File: config.mk
export PLATFORM = sky130hd
export DESIGN_NAME = mrc_cntl
export DESIGN_NICKNAME = d
export VERILOG_FILES = /design/src/design/mrc_fmt_pkg.sv /design/src/design/sdmem_pkg.sv /design/src/design/mrc_desc_if.sv /design/src/design/desc_queue.sv /design/src/design/desc_sequencer.sv /design/src/design/storage_desc_walk.sv /design/src/design/mrc_cntl.sv
export SDC_FILE = /design/constraint.sdc
export NUM_CORES = 2
export LEC_CHECK = 0
export BUFFER_PORTS_ARGS = -buffer_cell sky130_fd_sc_hd__buf_2
export CORE_MARGIN = 1
export CORE_UTILIZATION = 55
export CTS_BUF_LIST = sky130_fd_sc_hd__clkbuf_4 sky130_fd_sc_hd__clkbuf_8 sky130_fd_sc_hd__clkbuf_16
export CTS_CLUSTER_DIAMETER = 30
export DETAILED_ROUTE_END_ITERATION = 10
export HOLD_SLACK_MARGIN = 0.05
export PLACE_DENSITY_LB_ADDON = 0.3
export SLEW_MARGIN = 20
export SYNTH_ARGS = -nofsm -noshare
export SYNTH_HDL_FRONTEND = slang
export SYNTH_SLANG_ARGS = --single-unit
File: constraint.sdc
create_clock -name clk -period 4.95 [get_ports clk]
set_input_delay 0.2475 -clock clk [delete_from_list [all_inputs] [get_ports clk]]
set_output_delay 0.2475 -clock clk [all_outputs]
set_load 0.01 [all_outputs]
File: src/design/mrc_fmt_pkg.sv
package mrc_fmt_pkg;

  // --------------------
  // beat delineator
  // --------------------

  typedef logic [1:0] cntl_t;

  localparam cntl_t CNTL_MOM     = 2'd0;
  localparam cntl_t CNTL_SOM     = 2'd1;
  localparam cntl_t CNTL_EOM     = 2'd2;
  localparam cntl_t CNTL_SOM_EOM = 2'd3;

  // --------------------
  // option tuples
  // --------------------

  localparam int OPT_PER_BEAT = 3;

  typedef logic [3:0] opt_type_t;
  typedef logic [7:0] opt_value_t;

  localparam opt_type_t OPT_NOP       = 4'd0;
  localparam opt_type_t OPT_NUM_LANES = 4'd1;
  localparam opt_type_t OPT_MEMORY    = 4'd2;
  localparam opt_type_t OPT_TARGET    = 4'd3;
  localparam opt_type_t OPT_TXFER     = 4'd4;

  // extended tuple, value then next type then next value, msb first
  typedef logic [2*$bits(opt_value_t)+$bits(opt_type_t)-1:0] storage_ptr_t;

  // --------------------
  // extracted descriptor
  // --------------------

  typedef struct packed {
    opt_value_t   num_lanes;
    storage_ptr_t storage_ptr;
    opt_value_t   txfer_type;
    opt_value_t   target;
  } mr_desc_t;

endpackage

File: src/design/sdmem_pkg.sv
package sdmem_pkg;
  import mrc_fmt_pkg::*;

  // storage descriptor memory, addressed by low bits of the pointer
  localparam int SD_DEPTH = 16;
  typedef logic [$clog2(SD_DEPTH)-1:0] sd_addr_t;

  // consecutive/jump memory, pointer wraps
  localparam int CJ_DEPTH = 32;
  typedef logic [$clog2(CJ_DEPTH)-1:0] cj_addr_t;

  typedef logic [31:0] dram_addr_t;
  typedef logic [7:0]  access_order_t;
  typedef logic [15:0] cons_jump_t;

  typedef struct packed {
    dram_addr_t    dram_addr;
    access_order_t access_order;
    cj_addr_t      cj_ptr;
  } sd_entry_t;

  typedef struct packed {
    cntl_t      cntl;
    cons_jump_t cons_jump;
  } cj_entry_t;

endpackage

File: src/design/mrc_desc_if.sv
`timescale 1ns/1ps

// queued descriptor beats, transfer when valid and read are both high
interface mrc_desc_if
  import mrc_fmt_pkg::*;
  ();

  logic       valid;
  logic       read;
  cntl_t      cntl;
  opt_type_t  opt_type  [OPT_PER_BEAT];
  opt_value_t opt_value [OPT_PER_BEAT];

  modport source (
    output valid, cntl, opt_type, opt_value,
    input  read
  );

  modport sink (
    input  valid, cntl, opt_type, opt_value,
    output read
  );

endinterface

File: src/design/desc_queue.sv
`timescale 1ns/1ps

module desc_queue
  import mrc_fmt_pkg::*;
#(
  parameter int FIFO_DEPTH     = 8,
  parameter int FIFO_THRESHOLD = 6
) (
  input  logic       clk,
  input  logic       rst_n,
  input  logic       in_valid,
  input  cntl_t      in_cntl,
  input  opt_type_t  in_opt_type  [OPT_PER_BEAT],
  input  opt_value_t in_opt_value [OPT_PER_BEAT],
  output logic       in_ready,
  mrc_desc_if.source q
);

  localparam int PTR_W = (FIFO_DEPTH > 1) ? $clog2(FIFO_DEPTH) : 1;
  localparam int CNT_W = $clog2(FIFO_DEPTH + 1);

  // registered input beat
  logic       in_valid_d1;
  cntl_t      in_cntl_d1;
  opt_type_t  in_opt_type_d1  [OPT_PER_BEAT];
  opt_value_t in_opt_value_d1 [OPT_PER_BEAT];

  // fifo array and pointers
  cntl_t            mem_cntl  [FIFO_DEPTH];
  opt_type_t        mem_type  [FIFO_DEPTH][OPT_PER_BEAT];
  opt_value_t       mem_value [FIFO_DEPTH][OPT_PER_BEAT];
  logic [PTR_W-1:0] wr_ptr;
  logic [PTR_W-1:0] rd_ptr;
  logic [CNT_W-1:0] count;
  logic             fifo_wr;
  logic             fifo_rd;
  logic             empty;
  logic             almost_full;

  // fifo output stage
  logic       out_valid;
  logic       out_read;
  cntl_t      out_cntl;
  opt_type_t  out_opt_type  [OPT_PER_BEAT];
  opt_value_t out_opt_value [OPT_PER_BEAT];

  // pipe stage, drives the interface
  logic       pipe_valid;
  logic       pipe_read;
  cntl_t      pipe_cntl;
  opt_type_t  pipe_opt_type  [OPT_PER_BEAT];
  opt_value_t pipe_opt_value [OPT_PER_BEAT];

  function automatic logic [PTR_W-1:0] ptr_inc(input logic [PTR_W-1:0] ptr);
    ptr_inc = (ptr == PTR_W'(FIFO_DEPTH - 1)) ? '0 : ptr + 1'b1;
  endfunction

  // --------------------
  // input register
  // --------------------

  always_ff @(posedge clk or negedge rst_n)
  begin
    if (!rst_n)
    begin
      in_valid_d1 <= 1'b0;
      in_ready    <= 1'b0;
    end
    else
    begin
      in_valid_d1 <= in_valid;
      in_ready    <= ~almost_full;
    end
  end

  always_ff @(posedge clk)
  begin
    in_cntl_d1      <= in_cntl;
    in_opt_type_d1  <= in_opt_type;
    in_opt_value_d1 <= in_opt_value;
  end

  // --------------------
  // fifo
  // --------------------

  assign fifo_wr     = in_valid_d1;
  assign empty       = (count == '0);
  // headroom above threshold covers beats already in flight
  assign almost_full = (count >= CNT_W'(FIFO_THRESHOLD));

  // keep output stage and pipe stage charged
  assign fifo_rd   = ~empty & (~out_valid | out_read);
  assign out_read  = out_valid & (~pipe_valid | pipe_read);
  assign pipe_read = pipe_valid & q.read;

  always_ff @(posedge clk)
  begin
    if (fifo_wr)
    begin
      mem_cntl[wr_ptr]  <= in_cntl_d1;
      mem_type[wr_ptr]  <= in_opt_type_d1;
      mem_value[wr_ptr] <= in_opt_value_d1;
    end
  end

  always_ff @(posedge clk or negedge rst_n)
  begin
    if (!rst_n)
    begin
      wr_ptr     <= '0;
      rd_ptr     <= '0;
      count      <= '0;
      out_valid  <= 1'b0;
      pipe_valid <= 1'b0;
    end
    else
    begin
      if (fifo_wr)
        wr_ptr <= ptr_inc(wr_ptr);
      if (fifo_rd)
        rd_ptr <= ptr_inc(rd_ptr);
      count <= count + CNT_W'(fifo_wr) - CNT_W'(fifo_rd);
      if (fifo_rd)
        out_valid <= 1'b1;
      else if (out_read)
        out_valid <= 1'b0;
      if (out_read)
        pipe_valid <= 1'b1;
      else if (pipe_read)
        pipe_valid <= 1'b0;
    end
  end

  always_ff @(posedge clk)
  begin
    if (fifo_rd)
    begin
      out_cntl      <= mem_cntl[rd_ptr];
      out_opt_type  <= mem_type[rd_ptr];
      out_opt_value <= mem_value[rd_ptr];
    end
    if (out_read)
    begin
      pipe_cntl      <= out_cntl;
      pipe_opt_type  <= out_opt_type;
      pipe_opt_value <= out_opt_value;
    end
  end

  assign q.valid     = pipe_valid;
  assign q.cntl      = pipe_cntl;
  assign q.opt_type  = pipe_opt_type;
  assign q.opt_value = pipe_opt_value;

endmodule

File: src/design/desc_sequencer.sv
`timescale 1ns/1ps

module desc_sequencer
  import mrc_fmt_pkg::*;
(
  input  logic     clk,
  input  logic     rst_n,
  mrc_desc_if.sink q,
  input  logic     done,
  output logic     start,
  output mr_desc_t desc,
  output logic     error
);

  typedef enum logic [2:0] {
    WAIT,
    EXTRACT,
    START,
    RUN,
    COMPLETE,
    ERR
  } state_t;

  state_t state;
  state_t state_next;

  logic beat;
  logic capture;

  // per-beat option matches
  logic         lanes_hit;
  opt_value_t   lanes_val;
  logic         ptr_hit;
  storage_ptr_t ptr_val;
  logic         txfer_hit;
  opt_value_t   txfer_val;
  logic         target_hit;
  opt_value_t   target_val;

  assign q.read  = (state == WAIT) || (state == EXTRACT);
  assign beat    = q.valid && q.read;
  // an error beat in WAIT is dropped without capture
  assign capture = beat && ((state == EXTRACT) || (q.cntl == CNTL_SOM));

  assign start = (state == START);
  assign error = (state == ERR);

  // --------------------
  // state machine
  // --------------------

  always_comb
  begin
    state_next = state;
    case (state)
      WAIT:
        if (beat)
          state_next = (q.cntl == CNTL_SOM) ? EXTRACT : ERR;
      EXTRACT:
        if (beat && (q.cntl == CNTL_EOM))
          state_next = START;
      START:
        state_next = RUN;
      RUN:
        if (done)
          state_next = COMPLETE;
      COMPLETE:
        state_next = WAIT;
      ERR:
        state_next = ERR;
      default:
        state_next = WAIT;
    endcase
  end

  always_ff @(posedge clk or negedge rst_n)
  begin
    if (!rst_n)
      state <= WAIT;
    else
      state <= state_next;
  end

  // --------------------
  // option decode
  // --------------------

  // scan high to low so the lowest tuple wins
  always_comb
  begin
    lanes_hit  = 1'b0;
    lanes_val  = '0;
    txfer_hit  = 1'b0;
    txfer_val  = '0;
    target_hit = 1'b0;
    target_val = '0;
    for (int i = OPT_PER_BEAT - 1; i >= 0; i--)
    begin
      if (q.opt_type[i] == OPT_NUM_LANES)
      begin
        lanes_hit = 1'b1;
        lanes_val = q.opt_value[i];
      end
      if (q.opt_type[i] == OPT_TXFER)
      begin
        txfer_hit = 1'b1;
        txfer_val = q.opt_value[i];
      end
      if (q.opt_type[i] == OPT_TARGET)
      begin
        target_hit = 1'b1;
        target_val = q.opt_value[i];
      end
    end
    // extended tuple needs the tuple after it
    ptr_hit = 1'b0;
    ptr_val = '0;
    if (q.opt_type[1] == OPT_MEMORY)
    begin
      ptr_hit = 1'b1;
      ptr_val = {q.opt_value[1], q.opt_type[2], q.opt_value[2]};
    end
    if (q.opt_type[0] == OPT_MEMORY)
    begin
      ptr_hit = 1'b1;
      ptr_val = {q.opt_value[0], q.opt_type[1], q.opt_value[1]};
    end
  end

  always_ff @(posedge clk or negedge rst_n)
  begin
    if (!rst_n)
      desc <= '0;
    else if (state == COMPLETE)
      desc <= '0;
    else if (capture)
    begin
      if (lanes_hit)
        desc.num_lanes <= lanes_val;
      if (ptr_hit)
        desc.storage_ptr <= ptr_val;
      if (txfer_hit)
        desc.txfer_type <= txfer_val;
      if (target_hit)
        desc.target <= target_val;
    end
  end

endmodule

File: src/design/storage_desc_walk.sv
`timescale 1ns/1ps

module storage_desc_walk
  import mrc_fmt_pkg::*;
  import sdmem_pkg::*;
(
  input  logic          clk,
  input  logic          rst_n,
  input  logic          start,
  input  mr_desc_t      desc,
  input  logic          sd_wr_en,
  input  sd_addr_t      sd_wr_addr,
  input  sd_entry_t     sd_wr_data,
  input  logic          cj_wr_en,
  input  cj_addr_t      cj_wr_addr,
  input  cj_entry_t     cj_wr_data,
  output logic          done,
  output logic          access_valid,
  output logic          access_last,
  output dram_addr_t    access_dram_addr,
  output access_order_t access_order,
  output cons_jump_t    access_cons_jump,
  output opt_value_t    access_num_lanes,
  output opt_value_t    access_txfer_type,
  output opt_value_t    access_target
);

  sd_entry_t sd_mem [SD_DEPTH];
  cj_entry_t cj_mem [CJ_DEPTH];
  sd_entry_t sd_q;
  cj_entry_t cj_q;
  sd_addr_t  sd_rd_addr;
  cj_addr_t  cj_rd_addr;
  cj_addr_t  cj_next;
  logic      sd_phase;
  logic      cj_phase;
  logic      cj_end;

  // upper pointer bits select the manager and are not used here
  assign sd_rd_addr = desc.storage_ptr[$bits(sd_addr_t)-1:0];
  // first cj address comes straight from the sd entry
  assign cj_rd_addr = sd_phase ? sd_q.cj_ptr : cj_next;
  assign cj_end     = (cj_q.cntl == CNTL_EOM) || (cj_q.cntl == CNTL_SOM_EOM);

  // --------------------
  // memories
  // --------------------

  always_ff @(posedge clk)
  begin
    if (sd_wr_en)
      sd_mem[sd_wr_addr] <= sd_wr_data;
    if (start)
      sd_q <= sd_mem[sd_rd_addr];
  end

  always_ff @(posedge clk)
  begin
    if (cj_wr_en)
      cj_mem[cj_wr_addr] <= cj_wr_data;
    cj_q <= cj_mem[cj_rd_addr];
  end

  // --------------------
  // walk control
  // --------------------

  always_ff @(posedge clk or negedge rst_n)
  begin
    if (!rst_n)
    begin
      sd_phase     <= 1'b0;
      cj_phase     <= 1'b0;
      access_valid <= 1'b0;
      access_last  <= 1'b0;
      done         <= 1'b0;
    end
    else
    begin
      sd_phase <= start;
      if (sd_phase)
        cj_phase <= 1'b1;
      else if (cj_phase && cj_end)
        cj_phase <= 1'b0;
      access_valid <= cj_phase;
      access_last  <= cj_phase && cj_end;
      done         <= cj_phase && cj_end;
    end
  end

  // one record per cj entry, pointer wraps at memory size
  always_ff @(posedge clk)
  begin
    cj_next <= cj_rd_addr + 1'b1;
    if (cj_phase)
    begin
      access_dram_addr  <= sd_q.dram_addr;
      access_order      <= sd_q.access_order;
      access_cons_jump  <= cj_q.cons_jump;
      access_num_lanes  <= desc.num_lanes;
      access_txfer_type <= desc.txfer_type;
      access_target     <= desc.target;
    end
  end

endmodule

File: src/design/mrc_cntl.sv
`timescale 1ns/1ps

module mrc_cntl
  import mrc_fmt_pkg::*;
  import sdmem_pkg::*;
#(
  parameter int FIFO_DEPTH     = 8,
  parameter int FIFO_THRESHOLD = 6
) (
  input  logic          clk,
  input  logic          rst_n,
  // descriptor beats from the decoder
  input  logic          desc_valid,
  input  cntl_t         desc_cntl,
  input  opt_type_t     desc_opt_type  [OPT_PER_BEAT],
  input  opt_value_t    desc_opt_value [OPT_PER_BEAT],
  output logic          desc_ready,
  // memory load ports
  input  logic          sd_wr_en,
  input  sd_addr_t      sd_wr_addr,
  input  sd_entry_t     sd_wr_data,
  input  logic          cj_wr_en,
  input  cj_addr_t      cj_wr_addr,
  input  cj_entry_t     cj_wr_data,
  // access records
  output logic          access_valid,
  output logic          access_last,
  output dram_addr_t    access_dram_addr,
  output access_order_t access_order,
  output cons_jump_t    access_cons_jump,
  output opt_value_t    access_num_lanes,
  output opt_value_t    access_txfer_type,
  output opt_value_t    access_target,
  // status
  output logic          desc_done,
  output logic          desc_error
);

  mrc_desc_if q_if ();

  logic     start;
  mr_desc_t desc;

  desc_queue #(
    .FIFO_DEPTH     (FIFO_DEPTH),
    .FIFO_THRESHOLD (FIFO_THRESHOLD)
  ) u_queue (
    .clk          (clk),
    .rst_n        (rst_n),
    .in_valid     (desc_valid),
    .in_cntl      (desc_cntl),
    .in_opt_type  (desc_opt_type),
    .in_opt_value (desc_opt_value),
    .in_ready     (desc_ready),
    .q            (q_if.source)
  );

  desc_sequencer u_seq (
    .clk   (clk),
    .rst_n (rst_n),
    .q     (q_if.sink),
    .done  (desc_done),
    .start (start),
    .desc  (desc),
    .error (desc_error)
  );

  storage_desc_walk u_walk (
    .clk               (clk),
    .rst_n             (rst_n),
    .start             (start),
    .desc              (desc),
    .sd_wr_en          (sd_wr_en),
    .sd_wr_addr        (sd_wr_addr),
    .sd_wr_data        (sd_wr_data),
    .cj_wr_en          (cj_wr_en),
    .cj_wr_addr        (cj_wr_addr),
    .cj_wr_data        (cj_wr_data),
    .done              (desc_done),
    .access_valid      (access_valid),
    .access_last       (access_last),
    .access_dram_addr  (access_dram_addr),
    .access_order      (access_order),
    .access_cons_jump  (access_cons_jump),
    .access_num_lanes  (access_num_lanes),
    .access_txfer_type (access_txfer_type),
    .access_target     (access_target)
  );

endmodule

==> results.cfg <==
[grt]
grt_pass1_vias = 38600
grt_max_degree = 79
grt_overflow_total = 0
antenna_found_initial = 3
grt_pass1_wl_um = 247000
grt_util_all_layers = 0.260

[yosys]
ys_types = 66
synth-main-ff-cell = edfxtp_1
synth_warnings = 0
synth_edf_count = 1769
ys_async_sr_fraction = 0.0261
syn_area_um2 = 70500
syn_nets = 3682
syn-instance-count = 3555
yosysSeqAreaShare = 0.788
syn_area_per_cell_um2 = 19.8
ys_ff_latch = 1878

[power_and_ir_drop]
ir_drop_uv = 548
power-per-cell-area_nw_per_um2 = 648
p_leak_nw = 29.4

[sta]
hold_violations = 0
finalCritPeriodShare = 0.670
fin_crit_ns = 3.32
rsz0062_at_grt = false
fmax_mhz = 302
slew_headroom = 0.250
finalMaxSlewViolations = 0
setup_violations = 0
worst_pin_slew_ns = 1.10
setup_tns_ns = 0
fin_worst_skew_ns = 0.0562

[floorplan]
row_count = 131
initial_core_util = 0.554
die_w_um = 360
io_pins = 200
die-area_um2 = 130000
die_y_um = 360
core_area_um2 = 127000

[detailed_routing]
drc_errors = 0
wl_per_cell_um = 27.4
antenna_left = 0
vias = 37400
drt-pass1-iter-count = 5
drt-initial-drc-count = 3963
vias_per_cell = 6.12
wl_um = 168000

[critical_path]
critPathTopFamily = buffers and inverters
critPathRequiredTime_ns = 5.78
r2r_slack_ns = 1.63
path_cells = mux2i_4, buf_4, buf_4, nand2_1, nand3_1, nand4_1, nor3_1, o211a_1
cp-start-kind = register
crit_slowest_cell = buf_4
arrival_ns = 4.15
crit_fanout = 77
crit_type = register to register
cp_slowest_stage_delay_ns = 0.76
crit_buf_inv = 2
cpMostUsedCell = buf_4
critPathCaptureType = register

[finish]
final_common_cell = edfxtp_1
nNetsFinal = 4302
area_delta_synth_final_pct = 24.1
final_cell_mix = 1769 x edfxtp_1, 360 x clkbuf_16, 333 x nand2_1
fillers = 7695
drive_gt1_frac = 0.300
final_core_util = 0.687

[clock_tree]
clkTransAtPathRegs_ns = 0.05
cts_buffer_depth = 4
cts_tree = built
cts_root_buf = clkbuf_16
numCtsBuffers = 354
clock_latency_ns = 0.92
cts.sinks = 1878
htreeDepth = 5
cts_resized = 0

[hold_path]
hold_path_class = input pin to register

[place]
place_congestion = 0.827
io_buffers = 198
dp.final_hpwl_um = 83400

[status]
status = finished clean

[run]
cap_violations = 0
[flip-flops by register name (all words and copies together), names as in the netlist, 12 cells and up]
register	cells
u_queue.mem_value	192
u_walk.access_cons_jump	16
u_walk.cj_mem	544
u_queue.out_opt_value	24
u_walk.cj_q	17
u_queue.out_opt_type	12
u_walk.access_dram_addr	32
u_walk.sd_q	45
u_queue.mem_cntl	16
u_queue.q.opt_type	12
u_walk.sd_mem	720
u_seq.desc	28
u_queue.q.opt_value	24
u_queue.mem_type	96
u_queue.in_opt_value_d1	24
u_queue.in_opt_type_d1	12
[worst register-to-register path: cells and delay by family (launching register included)]
family | cells | cell delay [ns]
DFF | 1 | 0.62
muxes | 1 | 0.36
and+or+nand+nor | 4 | 0.93
AOI/OAI and AO/OA | 1 | 0.24
buffers and inverters | 2 | 1.11
[kinds of logic after synthesis]
family / count (synthesis) / synth area share
DFF: 1878 / 0.788
and+or+nand+nor: 598 / 0.0380
muxes: 418 / 0.117
AOI/OAI and AO/OA: 417 / 0.0396
buffers and inverters: 227 / 0.0151
adders and majority gates: 12 / 0.00224
xor gates and xnor gates: 5 / 0.000621
[cell usage after synthesis, types with 20 or more instances]
cell type  count  area, µm²
a22oi_1       29        218
nor3_1        32        160
o21ai_0       76        380
buf_1         21       78.8
mux4_2       317       7140
a22o_1        23        201
nor2_1        65        244
o21a_1        20        150
buf_2         61        305
nand3_1       98        490
dfxtp_1       60       1200
a21oi_1      116        581
mux2i_1       57        571
mux2_2        41        462
nand2_1      333       1250
inv_1         35        131
a32oi_1       38        333
clkbuf_1      84        315
edfxtp_1    1769      53100
dfrtp_1       49       1230
[power by group]
group	total [mW]	internal, mW	switching, mW
combinational	11.3	4.89	6.46
sequential	21.0	19.5	1.52
clock	24.3	16.3	8.03
[final timing paths]
path	from	endpoint	cells past startpoint
worst min-delay path	cj_wr_addr[3]	u_walk.cj_mem[8][3]	4
worst max-delay path	u_walk.sd_phase	u_walk.cj_q[1]	8
min in group asynchronous	rst_n	u_queue.in_ready	4
max in group asynchronous	rst_n	u_seq.desc[16]	4
worst min register to register	u_walk.cj_q[6]	u_walk.access_cons_jump[6]	0
worst max register to register	u_walk.sd_phase	u_walk.cj_q[1]	8
[per-layer routing]
layer | vias to the layer above | GRT usage | share of wire
li1 | 15800 | - | -
met1 | 19400 | 0.350 | 0.40
met2 | 1928 | 0.424 | 0.50
met3 | 288 | 0.0576 | 0.083
met4 | 2 | 0.0828 | 0.022
met5 | - | 0 | 0.00010
[stage by stage]
| step | power [mW] | worst slack (ns) | hold WS (ns) | instance area (µm²) | cells |
|---|---|---|---|---|---|
| after floorplan | 28.8 | 0.584 | -0.0481 | 70500 | 3555 |
| after global placement | 32.2 | 1.75 | 0.350 | 73800 | 5329 |
| after detailed placement | 32.4 | 1.70 | 0.351 | 73800 | 5330 |
| after CTS | 56.9 | 1.68 | 0.0893 | 87500 | 6115 |
| after global routing | 58.6 | 1.55 | 0.127 | 87500 | 6115 |
| final | 56.7 | 1.63 | 0.136 | 87500 | 6116 |
[final cells by class]
| type | count | area, µm² | share of cell area |
|---|---|---|---|
| clock inverter | 239 | 2840 | 0.0325 |
| timing repair buffer | 453 | 3410 | 0.0389 |
| clock buffer | 395 | 9330 | 0.107 |
| multi-input combinational | 1450 | 14100 | 0.161 |
| tap | 1662 | 2080 | 0.0238 |
| antenna | 1 | 2.50 | 0.0000286 |
| inverter | 38 | 148 | 0.00169 |
| sequential | 1878 | 55600 | 0.635 |
[timing repair]
item                                   4_1_cts  5_1_grt
hold buffers                               151        0
buffers inserted                             0        0
endpoints found under the hold margin     1391        0
setup endpoints to repair                    0        0
(Power assumes the default switching activity.)
